==> config.mk <==
export PLATFORM = sky130hd
export DESIGN_NAME = pixel_window
export DESIGN_NICKNAME = d
export VERILOG_FILES = /design/src/hdl/cnn_geom_pkg.sv /design/src/hdl/pixel_window.sv
export SDC_FILE = /design/constraint.sdc
export NUM_CORES = 1
export LEC_CHECK = 0
export BUFFER_PORTS_ARGS = -buffer_cell sky130_fd_sc_hd__buf_2
export CAP_MARGIN = 15
export CORE_ASPECT_RATIO = 0.5
export CORE_MARGIN = 8
export CORE_UTILIZATION = 54
export CTS_CLUSTER_SIZE = 20
export DETAILED_ROUTE_END_ITERATION = 7
export HOLD_SLACK_MARGIN = 0.12
export PLACE_DENSITY = 0.8
export SYNTH_ARGS = -nofsm -noshare
export SYNTH_HDL_FRONTEND = slang
export SYNTH_SLANG_ARGS = --single-unit
==> constraint.sdc <==
create_clock -name clk -period 13.2 [get_ports clk]
set_clock_uncertainty 0.05 [all_clocks]
set_input_delay 3.3 -clock clk [delete_from_list [all_inputs] [get_ports clk]]
set_output_delay 3.3 -clock clk [all_outputs]
set_load 0.05 [all_outputs]
==> src/hdl/cnn_geom_pkg.sv <==
package cnn_geom_pkg;

    // ====================================================================
    // Fixed-point format
    // ====================================================================
    localparam int DATA_WIDTH = 16;
    localparam int FRAC_BITS  = 7;

    // Nine 32-bit products need four guard bits
    localparam int ACC_WIDTH  = 36;

    // ====================================================================
    // Geometry
    // ====================================================================
    localparam int KERNEL       = 3;
    localparam int MAX_CHANNELS = 8;

    // Quantised pixels, weights, biases and lane results
    typedef logic signed [DATA_WIDTH-1:0] pixel_t;

    // Window sum before rescale
    typedef logic signed [ACC_WIDTH-1:0] acc_t;

    // Byte 0..255 to round(k * 2^FRAC_BITS / 255)
    function automatic pixel_t quantise(input logic [7:0] k);
        int v;
        v = (int'(k) * (1 << FRAC_BITS) + 127) / 255;
        return pixel_t'(v);
    endfunction

endpackage

==> src/hdl/pixel_window.sv <==
`timescale 1ns/1ps

module pixel_window #(
    parameter int IMG_SIZE     = 28,
    parameter int OUT_CHANNELS = 8
) (
    input  logic                    clk,
    input  logic                    reset,
    input  logic                    pix_valid,
    output logic                    pix_ready,
    input  logic [7:0]              pix_byte,
    input  logic [OUT_CHANNELS-1:0] lane_ready,
    output logic                    win_valid,
    output cnn_geom_pkg::pixel_t    win_taps [cnn_geom_pkg::KERNEL*cnn_geom_pkg::KERNEL],
    output logic                    win_last
);
    localparam int K     = cnn_geom_pkg::KERNEL;
    localparam int CNT_W = $clog2(IMG_SIZE);
    localparam logic [CNT_W-1:0] LAST_POS  = CNT_W'(IMG_SIZE - 1);
    localparam logic [CNT_W-1:0] FIRST_WIN = CNT_W'(K - 1);

    logic [CNT_W-1:0]     row;
    logic [CNT_W-1:0]     col;
    logic                 win_take;
    logic                 pix_take;
    logic                 at_window;
    logic                 at_end;
    cnn_geom_pkg::pixel_t q_pix;

    // Row r-1 and row r-2 of the frame
    cnn_geom_pkg::pixel_t line1 [IMG_SIZE];
    cnn_geom_pkg::pixel_t line2 [IMG_SIZE];

    // ====================================================================
    // Handshakes
    // ====================================================================
    // All lanes run in lockstep, so the window moves only when all are ready
    assign win_take  = win_valid && (&lane_ready);

    // A pending window blocks input unless it leaves this cycle
    assign pix_ready = !win_valid || win_take;
    assign pix_take  = pix_valid && pix_ready;

    assign at_window = (row >= FIRST_WIN) && (col >= FIRST_WIN);
    assign at_end    = (row == LAST_POS) && (col == LAST_POS);

    assign q_pix = cnn_geom_pkg::quantise(pix_byte);

    // ====================================================================
    // Raster position and window flags
    // ====================================================================
    always_ff @(posedge clk) begin
        if (reset) begin
            row       <= '0;
            col       <= '0;
            win_valid <= 1'b0;
            win_last  <= 1'b0;
        end else begin
            if (win_take) begin
                win_valid <= 1'b0;
            end
            if (pix_take) begin
                win_valid <= at_window;
                win_last  <= at_window && at_end;
                if (col == LAST_POS) begin
                    col <= '0;
                    // Wrap to the top so the next frame follows directly
                    row <= (row == LAST_POS) ? '0 : row + 1'b1;
                end else begin
                    col <= col + 1'b1;
                end
            end
        end
    end

    // ====================================================================
    // Line buffers and 3x3 shift window
    // ====================================================================
    always_ff @(posedge clk) begin
        if (pix_take) begin
            line1[col] <= q_pix;
            line2[col] <= line1[col];

            // Shift every row one column to the left
            for (int i = 0; i < K; i++) begin
                for (int j = 0; j < K - 1; j++) begin
                    win_taps[i*K+j] <= win_taps[i*K+j+1];
                end
            end

            // New right column, oldest row on top
            win_taps[K-1]   <= line2[col];
            win_taps[2*K-1] <= line1[col];
            win_taps[K*K-1] <= q_pix;
        end
    end

endmodule

==> results.toml <==
[outcome]
status = "finished clean"

[logic_synthesis]
synth.avg_cell_area_sq_um = 17.7
synth.top_cell.area_share_pct = 68.7
ys_seq_area_share_pct = 70.2
synthArstFlopShare_pct = 0
synthCells = 1286
synth_edf_count = 520
yosys_warnings = 0
synthTopCellsByArea = "edfxtp_1 69%, mux4_2 12%, buf_4 2.5%"
ys.flop_type = "edfxtp_1"
synth_area_sq_um = 22700
yosysTopAreaCell = "edfxtp_1"
ys_ff_latch = 537
synth.distinct_cells = 92

[grt]
gr-total-overflow = 0
track_usage_pct = 20.6
grt_max_degree = 83
grt_antenna_before_repair = 0
grt_pass1_vias = 12940
grt_pass1_wl_um = 78500

[power]
clkPwrFrac_pct = 35.0
pwr-share-comb_pct = 11.6
powerDensity_nw_per_um2 = 145
seqPwrFrac_pct = 53.5
ir_worst_vdd_v = 0.0000936
p_leak_nw = 8.26
finalPower_mw = 3.65
swShare_pct = 24.5
power.internal_mw = 2.76
p_switching_mw = 0.896

[route]
routed-via-count = 12394
final_antenna_net_count = 0
wirelength_um = 51700
viasPerCell = 6.19
drtIter0Drc = 1341
drc = 0
firstDrtPassIters = 6
wire_per_inst_um = 25.8

[min_path]
hold_start = "win_taps[48]$_DFFE_PP_"
min_to = "win_taps[64]$_DFFE_PP_"
min_delay_path_depth = 0
hp-class = "flip-flop to flip-flop"

[timing]
setup_viol_count_final = 0
worst_pin_slew_ns = 1.18
tns_ns = 0
fmax_mhz = 80.2
hold_violations = 0
period_minus_slack_ns = 12.47
final_max_slew_viol_count = 0
slew_headroom_pct = 19.0
finalCritPeriodShare_pct = 94.5
rsz0062_at_grt = "no"
whs_ns = 0.391

[worst_setup_path]
critPathSlowestCell = "or4_1"
cp-start-kind = "input port"
cp.required_ns = 13.28
timing.rr.end = "line2[19][6]$_DFFE_PP_"
crit_fanout = 29
worstRegToRegCells = 4
crit_type = "input port to flip-flop"
arrival_ns = 12.55
r2r_slack_ns = 9.77
critPathCaptureType = "flip-flop"
critical_path.max_stage_delay_ns = 0.93
cp_common_cell = "ha_1"

[clocking]
clockBufferDepth = 3
cts_buffers = 47
cts_hold_buf = 0
cts_tree = "built"
ctsResizeCount = 0
root_buffer = "clkbuf_16"
postCtsSetupBuffers = 0
clk_latency_ns = 0.55
clkTransAtPathRegs_ns = 0.07
htree_levels = 2
clock_sinks = 537

[cells_and_area]
drive_gt1_share_pct = 26.0
design_area_sq_um = 25200
n_antenna_cell = 0
syn_to_final_growth_pct = 10.8
nets = 1448
final_cells = 2003

[die]
dieArea_sq_um = 49300
io_pins = 166
die_w_um = 306
std_cell_rows = 53
fp.dieH_um = 161
initial_core_util_pct = 54.4
core_area_sq_um = 41800

[job]
drv_cap = 0

[place]
portBuffers = 93
dp_hpwl_um = 30800
dp_cells = 1914
post_dp_cell_area_sq_um = 23700
gp_congestion = 0.840
-- critical path: cells and delay by family --
kind	cells	cell delay, ns
AND/OR/NAND/NOR	23	5.12
buffers and inverters	7	0.86
AO/OA/AOI/OAI	5	1.52
adder cells (fa/ha/maj)	6	1.71
-- area by class of cell --
class / instances / area, sq um
Inverter: 16 / 62.6
Timing Repair Buffer: 136 / 828
Clock buffer: 62 / 1270
Sequential cell: 537 / 16000
Tap cell: 550 / 688
Multi-Input combinational cell: 677 / 6220
Clock inverter: 25 / 140
Fill cell: 2917 / 16600
-- stage by stage --
stage / setup WS, ns / utilization, %
floorplan: 0.128 / -
global placement: 0.562 / 56.8
detailed placement: 0.317 / 56.8
CTS: 0.872 / 60.1
global route: 0.195 / 60.3
finish: 0.729 / 60.3
-- layer usage --
metal	global-route usage [%]	routed length (um)
met3	3.42	3850
met4	5.41	1020
met2	35.7	26400
met1	27.1	20500
met5	0	0
-- kinds of logic after synthesis --
logic type,synth area share [%]
AO/OA/AOI/OAI,4.74
XOR/XNOR,0.616
adder cells (fa/ha/maj),0.771
buffers and inverters,3.76
flip-flops,70.2
multiplexers,14.1
other,0.0165
AND/OR/NAND/NOR,5.86
-- power by group through the flow --
stage	registers, mW	clock network (mW)	logic, mW
6_report	1.95	1.28	0.423
5_1_grt	1.96	1.35	0.449
3_5_place_dp	1.99	0	0.417
2_1_floorplan	2.05	0	0.270
4_1_cts	1.96	1.30	0.420
3_3_place_gp	1.99	0	0.408
-- worst max path at each step --
stage	from	to	slack, ns	cells past startpoint
2_1_floorplan	pix_byte[4]	line1[0][0]$_DFFE_PP_	0.13	43
3_3_place_gp	pix_byte[2]	line1[18][0]$_DFFE_PP_	0.56	41
3_5_place_dp	pix_byte[2]	line1[18][0]$_DFFE_PP_	0.32	41
4_1_cts	pix_byte[2]	line1[17][0]$_DFFE_PP_	0.87	41
5_1_grt	pix_byte[2]	line1[8][0]$_DFFE_PP_	0.20	41
6_report	pix_byte[2]	line1[2][0]$_DFFE_PP_	0.73	41
-- cells in the final DEF (no fill, tap or decap), drive strengths merged, types with 9 or more instances in the layout --
cell type / synthesis / routed
mux2i: 39 / 39
o221ai: 11 / 11
xnor2: 11 / 11
nand2: 67 / 67
dfxtp: 17 / 17
inv: 15 / 16
conb: 1 / 72
mux2: 9 / 9
buf: 100 / 136
nand3: 24 / 24
nor3: 23 / 23
o21ai: 45 / 45
nand4: 13 / 13
clkinv: 1 / 24
a211oi: 10 / 10
a21oi: 30 / 30
clkbuf: 27 / 62
edfxtp: 520 / 520
nor2: 65 / 65
mux4: 120 / 120
and3: 12 / 12
ha: 14 / 14
-- state kept, by name, summed over array words and instances (netlist names), named ones only --
| register | count |
|---|---|
| line1 | 224 |
| win_valid | 1 |
| win_last | 1 |
| win_taps | 72 |
| line2 | 224 |
| col | 5 |
| row | 5 |
-- synth_stat cells, drive strengths merged, types with 4 or more instances --
library cell / instances
a211o: 4
nand2b: 6
dfxtp: 17
or3: 4
and2: 7
o211ai: 6
mux2: 9
edfxtp: 520
o21ai: 45
inv: 15
a21oi: 30
mux4: 120
or2: 7
and3: 12
a211oi: 10
o221ai: 11
ha: 14
buf: 100
a31oi: 5
xor2: 5
nor3: 23
nor4: 6
clkbuf: 27
xnor2: 11
nor2: 65
nand2: 67
nand3: 24
nand3b: 5
mux2i: 39
or4: 5
nand4: 13
Note: power is estimated with default switching activity, not from simulation.
