--- src/hdl/cnn_geom_pkg.sv ---
package cnn_geom_pkg;

    // ====================================================================
    // Fixed-point format
    // ====================================================================
    localparam int DATA_WIDTH = 16;
    localparam int FRAC_BITS  = 7;

    // Nine 32-bit products need four guard bits
    localparam int ACC_WIDTH  = 36;

    // ====================================================================
    // Geometry
    // ====================================================================
    localparam int KERNEL       = 3;
    localparam int MAX_CHANNELS = 8;

    // Quantised pixels, weights, biases and lane results
    typedef logic signed [DATA_WIDTH-1:0] pixel_t;

    // Window sum before rescale
    typedef logic signed [ACC_WIDTH-1:0] acc_t;

    // Byte 0..255 to round(k * 2^FRAC_BITS / 255)
    function automatic pixel_t quantise(input logic [7:0] k);
        int v;
        v = (int'(k) * (1 << FRAC_BITS) + 127) / 255;
        return pixel_t'(v);
    endfunction

endpackage

--- src/hdl/cnn_weights_pkg.sv ---
package cnn_weights_pkg;

    // ====================================================================
    // Conv kernels in Q.7, indexed [channel][row][col]
    // ====================================================================
    localparam cnn_geom_pkg::pixel_t CONV_W
        [cnn_geom_pkg::MAX_CHANNELS][cnn_geom_pkg::KERNEL][cnn_geom_pkg::KERNEL] = '{
        // Centre pass with a small negative corner
        '{'{0, 0, 0}, '{0, 128, 0}, '{0, 0, -16}},
        // Horizontal edge
        '{'{-128, -128, -128}, '{0, 0, 0}, '{128, 128, 128}},
        // Vertical Sobel
        '{'{-64, 0, 64}, '{-128, 0, 128}, '{-64, 0, 64}},
        // Laplacian
        '{'{0, -128, 0}, '{-128, 512, -128}, '{0, -128, 0}},
        // Ring blur with a dipped centre
        '{'{16, 16, 16}, '{16, -32, 16}, '{16, 16, 16}},
        // Diagonal gradient
        '{'{96, 32, -48}, '{32, 0, -32}, '{48, -32, -96}},
        // Sharpen
        '{'{-32, -32, -32}, '{-32, 384, -32}, '{-32, -32, -32}},
        // High gain, saturates on bright input
        '{'{6000, 6000, 6000}, '{6000, -2000, 6000}, '{6000, 6000, 6000}}
    };

    // ====================================================================
    // Biases, already in output scale
    // ====================================================================
    localparam cnn_geom_pkg::pixel_t CONV_B [cnn_geom_pkg::MAX_CHANNELS] = '{
        0,
        4,
        -8,
        2,
        -6,
        10,
        -3,
        100
    };

endpackage

--- src/hdl/conv_lane.sv ---
`timescale 1ns/1ps

module conv_lane #(
    parameter int CHANNEL = 0
) (
    input  logic                 clk,
    input  logic                 reset,
    input  logic                 win_valid,
    input  cnn_geom_pkg::pixel_t win_taps [cnn_geom_pkg::KERNEL*cnn_geom_pkg::KERNEL],
    input  logic                 win_last,
    output logic                 lane_ready,
    output logic                 res_valid,
    output cnn_geom_pkg::pixel_t res_data,
    output logic                 res_last,
    input  logic                 bank_ready
);
    localparam int K    = cnn_geom_pkg::KERNEL;
    localparam int TAPS = K * K;
    localparam cnn_geom_pkg::acc_t SAT_MAX =
        cnn_geom_pkg::acc_t'((1 << (cnn_geom_pkg::DATA_WIDTH - 1)) - 1);

    cnn_geom_pkg::acc_t   prod [TAPS];
    cnn_geom_pkg::acc_t   sum;
    cnn_geom_pkg::acc_t   biased;
    cnn_geom_pkg::pixel_t clamped;
    logic                 s1_valid;
    logic                 s1_last;
    logic                 s2_adv;

    // Stage two frees up when empty or when the serializer takes it
    assign s2_adv     = !res_valid || bank_ready;
    assign lane_ready = !s1_valid || s2_adv;

    // ====================================================================
    // Stage two arithmetic
    // ====================================================================
    always_comb begin
        sum = '0;
        for (int k = 0; k < TAPS; k++) begin
            sum = sum + prod[k];
        end
    end

    // Arithmetic shift floors toward minus infinity
    assign biased = (sum >>> cnn_geom_pkg::FRAC_BITS)
                  + cnn_geom_pkg::acc_t'(cnn_weights_pkg::CONV_B[CHANNEL]);

    // ReLU then saturate
    always_comb begin
        if (biased < 0) begin
            clamped = '0;
        end else if (biased > SAT_MAX) begin
            clamped = cnn_geom_pkg::pixel_t'(SAT_MAX);
        end else begin
            clamped = cnn_geom_pkg::pixel_t'(biased);
        end
    end

    // ====================================================================
    // Pipeline registers
    // ====================================================================
    always_ff @(posedge clk) begin
        if (reset) begin
            s1_valid  <= 1'b0;
            res_valid <= 1'b0;
        end else begin
            if (lane_ready) begin
                s1_valid <= win_valid;
            end
            if (s2_adv) begin
                res_valid <= s1_valid;
            end
        end
    end

    always_ff @(posedge clk) begin
        if (lane_ready) begin
            s1_last <= win_last;
            for (int k = 0; k < TAPS; k++) begin
                prod[k] <= win_taps[k] * cnn_weights_pkg::CONV_W[CHANNEL][k/K][k%K];
            end
        end
        if (s2_adv) begin
            res_data <= clamped;
            res_last <= s1_last;
        end
    end

endmodule

--- config.mk ---
export PLATFORM = sky130hd
export DESIGN_NAME = conv_lane
export DESIGN_NICKNAME = d
export VERILOG_FILES = /design/src/hdl/cnn_geom_pkg.sv /design/src/hdl/cnn_weights_pkg.sv /design/src/hdl/conv_lane.sv
export SDC_FILE = /design/constraint.sdc
export NUM_CORES = 1
export LEC_CHECK = 0
export BUFFER_PORTS_ARGS = -buffer_cell sky130_fd_sc_hd__buf_2
export CAP_MARGIN = 20
export CORE_MARGIN = 1
export CORE_UTILIZATION = 43
export CTS_BUF_LIST = sky130_fd_sc_hd__clkbuf_4
export DETAILED_ROUTE_END_ITERATION = 12
export GPL_TIMING_DRIVEN = 0
export HOLD_SLACK_MARGIN = 0.12
export PLACE_DENSITY_LB_ADDON = 0.15
export SYNTH_ARGS = -nofsm -noshare
export SYNTH_HDL_FRONTEND = slang
export SYNTH_SLANG_ARGS = --single-unit
--- constraint.sdc ---
create_clock -name clk -period 3.6 [get_ports clk]
set_input_delay 0.72 -clock clk [delete_from_list [all_inputs] [get_ports clk]]
set_output_delay 0.72 -clock clk [all_outputs]
set_load 0.03 [all_outputs]
==> out/metrics.csv <==
metric,value,unit
avgSynthCellArea,11.1,um2
grt_max_degree,43,
ant_nets,0,
first_pass_iters,8,
cp_max_fo,10,
min_to,res_last$_DFFE_PP_,
insertion_delay,420,ps
synthFlopType,edfxtp_1,
fp.dieH,98.4,um
cts_hold_buf,0,
start_kind,flop,
vdd_drop_max,0.183,mV
synth_top_area_cell,edfxtp_1,
rsz0062_at_grt,false,
mappedNetlistArea,4000,um2
post_dp_cell_area,4430,um2
worstPathRequired,3750,ps
arrival,3600,ps
leakage,1.87,nW
utilization,0.529,
pre_cts_ws,-204,ps
slew_headroom,0.568,
synthTopCellsByArea,"edfxtp_1 (47%), ha_1 (9.1%), xnor2_1 (3.3%)",
r2r_cells,11,
cts_max_level,3,
route.vias.total,2995,
maxCapViolations,0,
ys_warn_count,0,
start_util,0.452,
coreArea,8850,um2
area_growth,17.1,%
cts.sinks,65,
ys_types,55,
fp.dieW,98.4,um
routed_via_density,5.52,
grt_use_total,0.180,
reg2reg_from,prod[0][131]$_DFFE_PP_,
violations,design-rule violations,
io_pins,168,
yosys.area_share.simple,0.130,
antenna_found_initial,0,
design_area,4680,um2
yosysSeqAreaShare,0.483,
worstSetupEndpointType,flop,
synthXorXnorAreaFrac,0.0613,
synth_top_family_by_area,compound AO/OA/AOI/OAI gates,
post-route-min-period,3450,ps
hold_viol,0,
skew,22.6,ps
portBuffers,55,
fin_ws,147,ps
outcome,finished with violations,
synth_compound_area_frac,0.191,
drc,4,
n_antenna_cell,0,
synth.area.mux_share,0.0100,
drive_gt1_frac,0.244,
hold_path_class,flop to flop,
wire_per_inst,15.0,um
hold_path_depth,0,
fin_crit_sh,0.959,
final_cell_mix,"edfxtp_1 (63), buf_2 (57), ha_1 (29), a21oi_1 (24), o21ai_0 (22)",
clk_pin_slew,130,ps
die-area,9690,um2
yosysTopAreaCellShare,0.473,
cts_buffer_depth,2,
synth_nets,538,
postSynthCellCount,359,
finalSetupViolCount,0,
critical_path_class,flop to flop,
timing.fmax,0.290,GHz
synthArstFlopShare,0,
slew_viol_final,0,
final_common_cell,edfxtp_1,
r2r_end,res_data[11]$_SDFFCE_PN0P_,
synth_edf_count,63,
grt_pass1_wl,13600,um
r2r_setup_slack,150,ps
clock-root-buffer,clkbuf_4,
drt_iter0_drc,107,
gp_congestion,0.801,
grt_pass1_vias,2795,
power.density,446,nW/um2
cts_tree,yes,
hold_start,s1_last$_DFFE_PP_,
yosys.area_share.adder,0.0958,
fin_nets,609,
worst_slew_pin_slew,648,ps
gr-total-overflow,0,
ys_ff_latch,65,
cts_buffers,9,
hold_ws,442,ps
wl,8170,um
dp_hpwl,5990,um
rows,34,
[synth_stat cells, types with 3 or more instances]
cell type  count
a21o_1         9
nand2_1       14
nor2_1        20
xor2_1        13
a21oi_1       25
mux2i_1        4
nor3_1         6
and2_1        16
a21boi_0       4
nand3_1        7
xnor2_1       15
o211ai_1       7
o21a_1         4
o21ai_0       22
and4_1         3
or3_1          4
a211oi_1       5
a31oi_1       17
and2_2         6
clkbuf_1       7
ha_1          29
inv_1         15
edfxtp_1      63
[power breakdown]
part / switching (mW) / leakage (nW) / internal [mW] / total, mW
Sequential: 0.0237 / 0.680 / 0.911 / 0.935
Clock: 0.295 / 0.0924 / 0.290 / 0.585
Combinational: 0.357 / 1.10 / 0.212 / 0.569
Total: 0.676 / 1.87 / 1.41 / 2.09
[worst max-delay path by stage]
stage	to	startpoint
2_1_floorplan	prod[0][271]$_DFFE_PP_	win_taps[2]
3_3_place_gp	res_data[11]$_SDFFCE_PN0P_	prod[0][159]$_DFFE_PP_
3_5_place_dp	res_data[11]$_SDFFCE_PN0P_	prod[0][159]$_DFFE_PP_
4_1_cts	res_data[11]$_SDFFCE_PN0P_	prod[0][131]$_DFFE_PP_
5_1_grt	res_data[13]$_SDFFCE_PN0P_	prod[0][131]$_DFFE_PP_
6_report	res_data[11]$_SDFFCE_PN0P_	prod[0][131]$_DFFE_PP_
[area by class of cell]
type	instances	area, um2
fill	814	4170
multi-input combinational	268	2000
sequential	65	1930
timing repair buffer	61	333
tap	108	135
clock inverter	7	103
clock buffer	9	67.6
inverter	15	56.3
buffer	10	51.3
[what timing repair did]
action                                  CTS  global route
endpoints found under the setup margin   15            15
buffers inserted                          3             2
resized for setup                         4             7
pin swaps                                 0             3
[through the flow]
step	setup TNS (ps)	power, mW	cells
floorplan	0	1.35	359
global placement	-1710	1.49	522
detailed placement	-1850	1.49	523
CTS	0	2.10	542
global route	0	2.20	543
finish	0	2.09	543
[routing by layer]
| metal | vias up | share of wire | GRT usage |
|---|---|---|---|
| li1 | 1516 | - | - |
| met1 | 1401 | 0.49 | 0.247 |
| met2 | 67 | 0.45 | 0.283 |
| met3 | 11 | 0.042 | 0.0411 |
| met4 | 0 | 0.014 | 0.0608 |
| met5 | - | 0 | 0 |
[critical path, stage by stage, from the launching register on]
cell and delay, ps:
edfxtp_1 400, ha_1 260, fa_1 450, a211oi_2 290
o211ai_1 140, a21oi_2 250, a311oi_2 210, o21ai_2 260
nand3_1 160, a211oi_4 360, buf_2 270, a31oi_1 130
[cells by family after synthesis]
logic type               Yosys count
AND/OR/NAND/NOR                   90
flip-flops                        65
multiplexers                       4
buffers and inverters             26
adder cells (fa/ha/maj)           30
XOR/XNOR                          28
other                              1
AO/OA/AOI/OAI                    115
[registers in the layout, indices dropped and copies added (netlist names)]
name and flops:
res_valid 1, res_last 1, s1_valid 1, prod 45, res_data 16, s1_last 1
Note: power is estimated with default switching activity, not from simulation.
