<file path="src/hdl/cnn_geom_pkg.sv">
package cnn_geom_pkg;

    // ====================================================================
    // Fixed-point format
    // ====================================================================
    localparam int DATA_WIDTH = 16;
    localparam int FRAC_BITS  = 7;

    // Nine 32-bit products need four guard bits
    localparam int ACC_WIDTH  = 36;

    // ====================================================================
    // Geometry
    // ====================================================================
    localparam int KERNEL       = 3;
    localparam int MAX_CHANNELS = 8;

    // Quantised pixels, weights, biases and lane results
    typedef logic signed [DATA_WIDTH-1:0] pixel_t;

    // Window sum before rescale
    typedef logic signed [ACC_WIDTH-1:0] acc_t;

    // Byte 0..255 to round(k * 2^FRAC_BITS / 255)
    function automatic pixel_t quantise(input logic [7:0] k);
        int v;
        v = (int'(k) * (1 << FRAC_BITS) + 127) / 255;
        return pixel_t'(v);
    endfunction

endpackage

</file>
<file path="src/hdl/channel_serializer.sv">
`timescale 1ns/1ps

module channel_serializer #(
    parameter int OUT_CHANNELS = 8
) (
    input  logic                    clk,
    input  logic                    reset,
    input  logic [OUT_CHANNELS-1:0] res_valid,
    input  cnn_geom_pkg::pixel_t    res_data [OUT_CHANNELS],
    input  logic [OUT_CHANNELS-1:0] res_last,
    output logic                    bank_ready,
    output logic                    out_valid,
    input  logic                    out_ready,
    output cnn_geom_pkg::pixel_t    out_data,
    output logic [2:0]              out_channel,
    output logic                    out_last
);
    localparam logic [2:0] LAST_CH = 3'(OUT_CHANNELS - 1);

    cnn_geom_pkg::pixel_t bank [OUT_CHANNELS];
    logic                 bank_full;
    logic                 bank_last;
    logic                 bank_load;
    logic                 beat_take;
    logic [2:0]           chan;

    // Lanes are in lockstep, so all valid bits agree
    assign bank_ready = !bank_full;
    assign bank_load  = bank_ready && (&res_valid);
    assign beat_take  = bank_full && out_ready;

    assign out_valid   = bank_full;
    assign out_data    = bank[chan];
    assign out_channel = chan;
    assign out_last    = bank_last && (chan == LAST_CH);

    // ====================================================================
    // Bank state and channel walk
    // ====================================================================
    always_ff @(posedge clk) begin
        if (reset) begin
            bank_full <= 1'b0;
            chan      <= '0;
        end else if (bank_load) begin
            bank_full <= 1'b1;
            chan      <= '0;
        end else if (beat_take) begin
            if (chan == LAST_CH) begin
                bank_full <= 1'b0;
                chan      <= '0;
            end else begin
                chan <= chan + 1'b1;
            end
        end
    end

    // One result per lane, held until the last channel leaves
    always_ff @(posedge clk) begin
        if (bank_load) begin
            bank      <= res_data;
            bank_last <= &res_last;
        end
    end

endmodule

</file>
<file path="config.mk">
export PLATFORM = sky130hd
export DESIGN_NAME = channel_serializer
export DESIGN_NICKNAME = d
export VERILOG_FILES = /design/src/hdl/cnn_geom_pkg.sv /design/src/hdl/channel_serializer.sv
export SDC_FILE = /design/constraint.sdc
export NUM_CORES = 1
export LEC_CHECK = 0
export BUFFER_PORTS_ARGS = -buffer_cell sky130_fd_sc_hd__buf_2
export CAP_MARGIN = 20
export CELL_PAD_IN_SITES_DETAIL_PLACEMENT = 0
export CELL_PAD_IN_SITES_GLOBAL_PLACEMENT = 2
export CORE_ASPECT_RATIO = 0.8
export CORE_MARGIN = 3
export CORE_UTILIZATION = 34
export CTS_BUF_LIST = sky130_fd_sc_hd__clkbuf_8
export DETAILED_ROUTE_END_ITERATION = 16
export PLACE_DENSITY_LB_ADDON = 0.1
export SLEW_MARGIN = 25
export SYNTH_ARGS = -nofsm -noshare
export SYNTH_HDL_FRONTEND = slang
export SYNTH_SLANG_ARGS = --single-unit
</file>
<file path="constraint.sdc">
create_clock -name clk -period 13.3 [get_ports clk]
set_input_delay 0 -clock clk [delete_from_list [all_inputs] [get_ports clk]]
set_output_delay 0 -clock clk [all_outputs]
set_load 0.1 [all_outputs]
</file>
==> results of run 1 <==
synthesized netlist by cell type (3+ instances only):
library cell / instances
edfxtp_1: 129
mux4_1: 28
mux2_2: 16
dfxtp_1: 4
mux4_2: 4
buf_2: 3
mux2i_1: 3
nand2_1: 3
nand4_1: 3
nor3_1: 3
per-stage QoR:
step | instance area, sq um | hold slack, ns | setup slack [ns]
3_3_place_gp | 6202 | 0.1773 | 10.80
2_1_floorplan | 5189 | 0.07931 | 4.484
3_5_place_dp | 6206 | 0.1781 | 10.74
kinds of logic after synthesis:
kind of cell / after synthesis / share of synthesized area
simple gates: 13 / 0.01256
flops: 133 / 0.7629
fa+ha+maj: 2 / 0.004828
compound gates: 2 / 0.002896
buf+inv: 11 / 0.01690
mux: 51 / 0.1999
==> metrics.csv, run 1 <==
stage,metric,value,unit
clock_tree,post-CTS resize count,0,
status,Halt Stage,clock tree synthesis (4_1_cts),
yosys,sequential share of the synthesized area,0.7629,
clock_tree,CTS Hold Bufs,118,
yosys,Mapped Nets,361,
yosys,post-synth top area share,0.7475,
yosys,ys flop type,edfxtp_1,
yosys,top cell type by total area after synthesis,edfxtp_1,
die,FP Rows,39,
yosys,Seq cells post-synth,133,
clock_tree,root buf cell,clkbuf_8,
status,tool error,[ERROR RSZ-0060] Max buffer count reached.,
placed_design,detailed placement HPWL,7278,microns
yosys,Synth area leaders,"edfxtp_1, mux4_1, mux2_2",
clock_tree,CTS max path bufs,2,
yosys,Mean Syn Cell Area,24.45,sq um
die,Initial Util,0.3552,
die,DIE HEIGHT,116.4,microns
clock_tree,CTS Sinks,133,
status,status,did not finish,
yosys,Gate Count Post-Synth,212,
yosys,Post-Synthesis Cell Area,5182,sq um
clock_tree,CTS buffer count,17,
clock_tree,buffer count from post-CTS setup fixing,0,
yosys,synth unique cells,22,
placed_design,number of cells after detailed placement,556,
die,chip width,144.0,microns
yosys,Syn. warnings,0,
yosys,number of flops mapped to enable cells by yosys,129,
die,IO Pins,169,
clock_tree,H-tree levels,4,
yosys,"Async S/R FF share, synth",0,
placed_design,RD Place Congestion,0.7142,
placed_design,IO Port Bufs,168,
==> inputs of run 2 (changes only) <==
- CELL_PAD_IN_SITES_DETAIL_PLACEMENT: 0 -> not set
- CELL_PAD_IN_SITES_GLOBAL_PLACEMENT: 2 -> not set
- CORE_ASPECT_RATIO: 0.8 -> not set
- CORE_UTILIZATION: 34 -> 20
- CTS_BUF_LIST: sky130_fd_sc_hd__clkbuf_8 -> not set
- PLACE_DENSITY_LB_ADDON: 0.1 -> 0.15
- clock period: 13.3 -> 17.3 ns (I/O delays scaled with it)
==> run 2 against run 1 <==
Effect of this change: the flow now finishes without violations; area after synthesis stayed put; synthesized cell count stayed put.
==> metrics.csv, run 2 <==
stage,metric,value,unit
status,status,"complete, no violations",
layout,layout cell share with drive strength beyond 1,0.4193,
die,Core ar.,25330,sq um
worst_setup_path,Startpoint Class,flip-flop,
die,IO Pins,169,
placed_design,detailed placement HPWL,8130,microns
yosys,Mapped Nets,361,
clock_tree,H-tree levels,4,
die,Initial Util,0.2046,
hold_path,hold crit path type,input pin to flip-flop,
die,FP Rows,58,
placed_design,dpl cell area,6391,sq um
sta,Final Max Slew Viols,0,
layout,register area,3959,sq um
die,total die area,27880,sq um
worst_setup_path,CP Capture Type,output port,
yosys,Gate Count Post-Synth,212,
worst_setup_path,CP bufs+invs,2,
yosys,Seq cells post-synth,133,
clock_tree,CTS Sinks,133,
sta,minimum clock period,2.807,ns
die,DIE HEIGHT,167.0,microns
sta,max_slew headroom,0.3651,
worst_setup_path,CP Max Fanout,20,
power,Peak VDD IR,0.03810,mV
sta,RSZ-0062 raised after global routing,no,
layout,area of the multi-input gates,1147,sq um
yosys,post-synth top area share,0.7475,
layout,most frequent cells in the layout,"buf_2, dlygate4sd3_1, edfxtp_1",
clock_tree,CTS tree,built,
detailed_routing,first drt pass iteration count,4,
clock_tree,CTS max path bufs,2,
yosys,top cell type by total area after synthesis,edfxtp_1,
yosys,number of flops mapped to enable cells by yosys,129,
sta,Sum Neg Setup Slack,0,ns
worst_setup_path,critical path arrival,2.81,ns
worst_setup_path,crit-path cells,buf_4 > mux4_1 > mux2_2 > buf_2,
layout,Antenna Cells,0,
sta,Finish-stage setup viols,0,
worst_setup_path,CP max stage cell,dfxtp_2,
layout,fill count,2446,
global_route,first-pass GRT wire length,19940,microns
global_route,Global Route Usage Sum,0.09439,
die,chip width,167.0,microns
yosys,Post-Synthesis Cell Area,5182,sq um
clock_tree,"Clk Latency, worst-skew pair",0.41,ns
detailed_routing,routed vias,3320,
job,# Max-Cap Violations,0,
sta,final hold violations,0,
worst_setup_path,Worst Path Required,17.30,ns
power,PD cells,91.81,nW/um^2
detailed_routing,DRT antenna net count,0,
yosys,Mean Syn Cell Area,24.45,sq um
global_route,total grt overflow,0,
layout,Nets,675,
yosys,Syn. warnings,0,
worst_setup_path,Critical Path Max Stage Delay,0.72,ns
layout,max reg flops,128,
layout,Area Overhead vs Synth,60.70,%
detailed_routing,final WL,12910,microns
yosys,sequential share of the synthesized area,0.7629,
yosys,synth cell count leaders,"edfxtp_1, mux4_1, mux2_2",
yosys,"Async S/R FF share, synth",0,
sta,fmax,356.3,MHz
global_route,initial antenna violation count,0,
yosys,"count leader, synth",edfxtp_1,
layout,"most common cell after layout, fill and taps aside",buf_2,
yosys,ys flop type,edfxtp_1,
detailed_routing,initial DRC count,162,
sta,Clock Skew,0.008203,ns
sta,fin crit share,0.1622,
detailed_routing,DRC violations left,0,
power,P_leak,3.101,nW
placed_design,IO Port Bufs,168,
layout,final instance area,8328,sq um
worst_setup_path,"CP delay by family, top",multiplexers,
layout,largest reg by FF count,bank,
detailed_routing,Routed WL per cell,14.85,microns
yosys,synth unique cells,22,
worst_setup_path,CP Class,flip-flop to output port,
global_route,largest net degree at the start of global routing,77,
yosys,Synth area leaders,"edfxtp_1, mux4_1, mux2_2",
clock_tree,root buf cell,clkbuf_16,
clock_tree,CTS buffer count,17,
sta,Tightest Pin Transition,0.9524,ns
detailed_routing,DR vias/cell,3.820,
placed_design,RD Place Congestion,0.7383,
global_route,vias in the first global route,3598,
clock_tree,"Clk pin slew, worst setup/hold paths",0.06,ns
run 2: final timing paths:
| kind | from | to | slack [ns] | depth (start not counted) |
|---|---|---|---|---|
| worst max-delay path | out_channel[0] | out_data[11] | 14.49 | 4 |
| worst min-delay path | res_data[119] | bank[119] | 0.29 | 2 |
| worst max register to register | out_valid | bank[14] | 14.73 | 3 |
| worst min register to register | out_valid | out_valid | 0.68 | 3 |
run 2: metal layers:
metal / up-vias / wire [microns] / global-route usage
li1: 1558 / - / -
met3: 14 / 813 / 0.02991
met5: - / 0 / 0
met4: 0 / 178 / 0.03336
met1: 1628 / 5455 / 0.1150
met2: 120 / 6459 / 0.1581
run 2: power breakdown:
part	internal (W)	switching [W]
Clock	0.000227	0.000140
Sequential	0.000354	0.000000189
Combinational	0.0000315	0.0000116
run 2: through the flow:
step            power, W  hold WS, ns  setup WS, ns  std cells    util
4_1_cts        0.0007822       0.2574         14.35        869  0.3287
2_1_floorplan  0.0003634      0.07931         2.652        212       -
6_report       0.0007646       0.2889         14.49        869  0.3288
3_3_place_gp   0.0003810       0.1761         14.74        704  0.2523
5_1_grt        0.0007994       0.2678         14.29        869  0.3288
3_5_place_dp   0.0003813       0.1781         14.69        704  0.2523
run 2: what timing repair did:
item / CTS / global route
resized for setup: 0 / 0
setup buffers: 0 / 0
hold endpoints to repair: 133 / 0
hold buffers: 133 / 0
run 2: area by class of cell:
class / count / share of cell area
Clock buffer: 17 / 0.05108
Clock inverter: 15 / 0.02133
Inverter: 1 / 0.0004507
Multi-Input combinational cell: 68 / 0.1378
Sequential cell: 133 / 0.4754
Tap cell: 330 / 0.04958
Timing Repair Buffer: 305 / 0.2644
run 2: cell families (layout without fill, tap and decap cells):
group           after synthesis  in the layout  synth area share
buf+inv                      11            338           0.01690
compound gates                2              2          0.002896
fa+ha+maj                     2              2          0.004828
flops                       133            133            0.7629
simple gates                 13             13           0.01256
mux                          51             51            0.1999
Note: power is estimated with default switching activity, not from simulation.
==> inputs of run 3 (changes only) <==
- clock period: 17.3 -> 2.8 ns (I/O delays scaled with it)
==> run 3 against run 2 <==
Effect of this change: clock skew is 0.00056 ns higher; highest routed layer unchanged; via count grew 0.30%; die area stayed put; setup slack worse by 14 ns; non-clock buffer count is 1 higher; critical path type unchanged; core utilization rose by 0.34 points; wire length is 0.78% lower; sequential share of layout area fell by 0.47 points; cell count rose by 0.46%.
==> metrics.csv, run 3 (synthesized netlist as in run 2, its figures left out) <==
stage,metric,value,unit
hold_path,hold crit path type,input pin to flip-flop,
clock_tree,H-tree levels,4,
clock_tree,CTS buffer count,17,
detailed_routing,final WL,12810,microns
layout,most frequent cells in the layout,"buf_2, dlygate4sd3_1, edfxtp_1",
worst_setup_path,worst reg2reg endpoint,bank[68],
detailed_routing,initial DRC count,113,
detailed_routing,first drt pass iteration count,4,
worst_setup_path,Worst Path Required,2.80,ns
worst_setup_path,R2R Setup Slk,1.19,ns
worst_setup_path,CP Capture Type,output port,
sta,Fin Hold WS,0.2893,ns
global_route,first-pass GRT wire length,19840,microns
worst_setup_path,Critical Path Max Stage Delay,0.61,ns
sta,Tightest Pin Transition,0.7560,ns
sta,RSZ-0062 raised after global routing,no,
die,IO Pins,169,
detailed_routing,DR vias/cell,3.814,
clock_tree,CTS Hold Bufs,133,
sta,Final Worst Setup Slack,0.5753,ns
status,status,"complete, no violations",
worst_setup_path,CP max stage cell,mux4_1,
global_route,total grt overflow,0,
placed_design,RD Place Congestion,0.6894,
die,FP Rows,58,
global_route,vias in the first global route,3688,
sta,Finish-stage setup viols,0,
worst_setup_path,Startpoint Class,flip-flop,
clock_tree,CTS max path bufs,2,
power,PD cells,574.0,nW/um^2
sta,fmax,449.5,MHz
hold_path,hold path cells,2,
worst_setup_path,critical path arrival,2.22,ns
clock_tree,CTS Sinks,133,
clock_tree,root buf cell,clkbuf_16,
sta,minimum clock period,2.225,ns
layout,max reg flops,128,
global_route,Global Route Usage Sum,0.09407,
worst_setup_path,CP Class,flip-flop to output port,
detailed_routing,routed vias,3330,
detailed_routing,Routed WL per cell,14.67,microns
die,Initial Util,0.2046,
sta,Clock Skew,0.008758,ns
layout,fin util,0.3322,
layout,Area Overhead vs Synth,62.36,%
layout,Nets,676,
worst_setup_path,crit-path cells,buf_12 > mux4_1 > mux2_2 > buf_2,
global_route,initial antenna violation count,3,
hold_path,WHS Endpoint,bank[42],
layout,largest reg by FF count,bank,
clock_tree,post-CTS resize count,0,
power,P_leak,3.121,nW
global_route,largest net degree at the start of global routing,134,
layout,"most common cell after layout, fill and taps aside",buf_2,
detailed_routing,DRC violations left,0,
sta,fin crit share,0.7945,
job,# Max-Cap Violations,0,
sta,final hold violations,0,
placed_design,dpl ws,0.9855,ns
layout,Layout Cells excl Fill,873,
placed_design,number of cells after detailed placement,705,
die,DIE HEIGHT,167.0,microns
sta,max_slew headroom,0.4960,
power,Peak VDD IR,0.2439,mV
clock_tree,buffer count from post-CTS setup fixing,0,
placed_design,detailed placement HPWL,7933,microns
power,total power,0.004830,W
worst_setup_path,CP Max Fanout,36,
die,chip width,167.0,microns
worst_setup_path,RR Startpoint,out_valid,
die,Core ar.,25330,sq um
clock_tree,"Clk pin slew, worst setup/hold paths",0.06,ns
placed_design,IO Port Bufs,168,
layout,layout cell share with drive strength beyond 1,0.4222,
clock_tree,CTS tree,built,
clock_tree,"Clk Latency, worst-skew pair",0.41,ns
hold_path,hold wc startpoint,res_data[42],
detailed_routing,DRT antenna net count,0,
worst_setup_path,FF-to-FF path depth,2,
die,total die area,27880,sq um
sta,Final Max Slew Viols,0,
## run 3: cell count changes in the layout (fill, tap and decap cells not counted)
cell / change
buf_12: +3
buf_4: -2
bufinv_16: +1
clkbuf_1: +1
clkinv_1: -1
clkinv_2: -1
clkinv_4: -1
clkinvlp_4: +1
dfxtp_1: -1
dfxtp_2: +1
diode_2: +3
nor4_2: -1
nor4_4: +1
## run 3: worst max-delay path by stage
stage | slack (ns) | start | cells past startpoint | endpoint
floorplan | -2.27 | out_valid | 1 | bank[0]
global placement | 0.95 | out_channel[1] | 4 | out_data[2]
detailed placement | 0.99 | out_channel[0] | 4 | out_data[4]
CTS | 0.48 | out_channel[1] | 4 | out_data[2]
global route | 0.47 | out_channel[1] | 4 | out_data[2]
finish | 0.58 | out_channel[0] | 4 | out_data[4]
## run 3: power breakdown
group / switching [W] / total (W) / internal [W]
clock: 0.000878 / 0.00238 / 0.00150
sequential: 0.000000832 / 0.00219 / 0.00218
combinational: 0.0000719 / 0.000266 / 0.000195
## run 3: critical path: cells and delay by family, from the launching register on
family	cells	cell delay (ns)
multiplexers	2	0.88
buffers and inverters	2	0.57
flip-flops	1	0.34
## run 3: per-stage QoR
step                area, sq um  setup TNS, ns
global route               8414              0
detailed placement         6449              0
CTS                        8407              0
floorplan                  5201        -300.98
global placement           6449              0
finish                     8414              0
## run 3: layer usage
metal,vias to the layer above,GRT usage,part of all wire
met4,0,0.03874,0.018
li1,1563,-,-
met2,131,0.1514,0.49
met5,-,0,0
met3,15,0.03086,0.062
met1,1621,0.1170,0.43
## run 3: layout make-up
type	count	area (sq um)
tap	330	412.9
sequential	133	3960
timing repair buffer	306	2247
antenna	3	7.507
inverter	1	3.754
clock buffer	18	429.2
multi-input combinational	68	1156
fill	2442	16910
clock inverter	14	197.7
==> inputs of run 4 (changes only) <==
- ABC_AREA: not set -> 1
- clock period: 2.8 -> 2.2 ns (I/O delays scaled with it)
==> run 4 against run 3 <==
Effect of this change: synthesized cell count increased to 2.8 times the previous value; count of clock-buffer cells in the layout increased by 1; cell area increased by 12%; sequential power increased by 27%; power increased by 25%; setup slack got worse by 0.35 ns; via count increased by 44%; first-iteration DRC count increased by 140%; clock skew decreased by 0.0022 ns; cell count increased by 49%; critical path depth increased by 4; largest cell class unchanged.
==> metrics.csv, run 4 <==
stage,metric,value,unit
detailed_routing,DRT antenna net count,0,
clock_tree,CTS buffer count,17,
layout,area of the multi-input gates,1242,sq um
yosys,XOR/XNOR Fraction of Synth Area,0,
global_route,Global Route Usage Sum,0.1192,
worst_setup_path,"CP delay by family, top",simple AND/OR/NAND/NOR gates,
power,P_leak,4.300,nW
layout,largest reg by FF count,bank,
worst_setup_path,CP Class,flip-flop to output port,
layout,fill count,2998,
worst_setup_path,CP bufs+invs,3,
clock_tree,CTS Sinks,133,
sta,fin crit share,0.8987,
layout,most frequent cells in the layout,"nand2_1, buf_2, dlygate4sd3_1",
hold_path,hold crit path type,input pin to flip-flop,
yosys,Synth area leaders,"edfxtp_1, nand2_1, inv_1",
yosys,Post-Synthesis Cell Area,5888,sq um
layout,"most common cell after layout, fill and taps aside",nand2_1,
placed_design,detailed placement HPWL,12600,microns
sta,RSZ-0062 raised after global routing,no,
sta,Final Max Slew Viols,0,
yosys,Gate Count Post-Synth,597,
yosys,Mean Syn Cell Area,9.863,sq um
global_route,first-pass GRT wire length,27800,microns
status,status,"complete, no violations",
yosys,largest family of logic cells by synthesized area,simple AND/OR/NAND/NOR gates,
global_route,initial antenna violation count,0,
die,total die area,31540,sq um
power,total power,0.006061,W
worst_setup_path,crit-path cells,inv_2 > buf_12 > nand2_1 > nand3_1 > nand2_1 > nand2_1 > nand2_1 > buf_12,
sta,final hold violations,0,
sta,Finish-stage setup viols,0,
yosys,area share of and/or/nand/nor cells after synthesis,0.2029,
sta,Clock Skew,0.006591,ns
yosys,"Async S/R FF share, synth",0,
layout,register area,3964,sq um
sta,fmax,505.8,MHz
layout,Nets,1054,
layout,Antenna Cells,0,
clock_tree,CTS max path bufs,2,
yosys,Seq cells post-synth,133,
clock_tree,H-tree levels,4,
detailed_routing,Routed WL per cell,14.21,microns
layout,layout cell share with drive strength beyond 1,0.2364,
yosys,ys flop type,edfxtp_1,
power,PD cells,645.0,nW/um^2
yosys,sequential share of the synthesized area,0.6715,
clock_tree,"Clk pin slew, worst setup/hold paths",0.06,ns
worst_setup_path,CP Capture Type,output port,
layout,final instance area,9398,sq um
yosys,post-synthesis mux area share,0,
power,Peak VDD IR,0.3755,mV
worst_setup_path,Startpoint Class,flip-flop,
die,chip width,177.6,microns
placed_design,RD Place Congestion,0.7129,
sta,max_slew headroom,0.6523,
die,IO Pins,169,
clock_tree,root buf cell,clkbuf_16,
yosys,Syn. warnings,0,
worst_setup_path,critical path arrival,1.98,ns
worst_setup_path,CP max stage cell,dfxtp_4,
detailed_routing,DRC violations left,0,
yosys,post-synth top area share,0.6579,
yosys,Mapped Nets,746,
job,# Max-Cap Violations,0,
placed_design,dpl cell area,7440,sq um
sta,minimum clock period,1.977,ns
yosys,synth unique cells,16,
placed_design,dpl ws,0.4793,ns
worst_setup_path,CP Max Fanout,38,
die,Core ar.,28860,sq um
sta,Tightest Pin Transition,0.5252,ns
clock_tree,buffer count from post-CTS setup fixing,0,
yosys,synth cell count leaders,"nand2_1, inv_1, edfxtp_1",
global_route,vias in the first global route,4983,
detailed_routing,first drt pass iteration count,4,
worst_setup_path,Critical Path Max Stage Delay,0.45,ns
die,DIE HEIGHT,177.6,microns
worst_setup_path,Crit path top cell by count,nand2_1,
layout,max reg flops,128,
layout,Area Overhead vs Synth,59.60,%
yosys,Compound-Gate Fraction of Synth Area,0.002550,
detailed_routing,DR vias/cell,3.689,
placed_design,IO Port Bufs,168,
yosys,top cell type by total area after synthesis,edfxtp_1,
layout,fin util,0.3257,
clock_tree,CTS tree,built,
sta,Final Worst Setup Slack,0.2228,ns
detailed_routing,initial DRC count,272,
detailed_routing,final WL,18510,microns
detailed_routing,routed vias,4803,
global_route,total grt overflow,0,
sta,Fin Hold WS,0.1426,ns
yosys,"count leader, synth",nand2_1,
clock_tree,"Clk Latency, worst-skew pair",0.42,ns
die,FP Rows,62,
yosys,Adder-Cell Fraction of Synth Area,0.004250,
die,Initial Util,0.2040,
worst_setup_path,Worst Path Required,2.20,ns
yosys,number of flops mapped to enable cells by yosys,129,
global_route,largest net degree at the start of global routing,76,
[run 4: cell types whose count changed after synthesis, sizes merged, moves of 2 or more]
cell / before / now
buf: 8 / 22
inv: 1 / 140
mux2: 16 / 0
mux2i: 3 / 0
mux4: 32 / 0
nand2: 3 / 218
nand3: 0 / 65
nor2: 2 / 9
nor3: 3 / 1
o21ai: 0 / 2
[run 4: worst paths after layout]
path	from	end	slack, ns	cells after the start
worst min-delay path	res_valid[6]	out_channel[0]	0.14	6
worst max register to register	out_channel[1]	out_channel[0]	0.64	6
worst min register to register	out_valid	out_valid	0.51	2
worst max-delay path	out_channel[0]	out_data[6]	0.22	8
[run 4: what timing repair did]
action | CTS | global route
resized for setup | 0 | 2
hold endpoints to repair | 133 | 0
hold buffers | 136 | 0
endpoints found under the setup margin | 0 | 3
[run 4: cells by family after synthesis]
| group | Yosys count |
|---|---|
| fa+ha+maj | 2 |
| compound gates | 3 |
| simple gates | 295 |
| flops | 133 |
| buf+inv | 164 |
[run 4: area by class of cell]
class | instances | area share
Clock buffer | 19 | 0.04607
Timing Repair Buffer | 313 | 0.2757
Sequential cell | 133 | 0.4218
Clock inverter | 13 | 0.01678
Tap cell | 384 | 0.05113
Inverter | 140 | 0.05632
Multi-Input combinational cell | 300 | 0.1322
[run 4: worst min-delay path, cell delays in order]
cell     delay [ns]
buf_2          0.10
inv_1          0.04
nor2_1         0.04
nand3_2        0.11
nand2_1        0.12
nor2_1         0.11
[run 4: per-layer routing]
metal	wire, microns	track usage
met5	0	0
met4	280	0.03534
met3	758	0.02460
met2	9189	0.2076
met1	8279	0.1484
[run 4: per-stage QoR]
stage | std cells | setup TNS, ns
3_5_place_dp | 1134 | 0
5_1_grt | 1302 | 0
6_report | 1302 | 0
4_1_cts | 1302 | 0
2_1_floorplan | 597 | -100.85
3_3_place_gp | 1134 | 0
[run 4: report_power, final]
part / internal [W] / switching (W)
logic: 0.000258 / 0.000114
registers: 0.00278 / 0.00000250
clock network: 0.00178 / 0.00112
total: 0.00482 / 0.00124
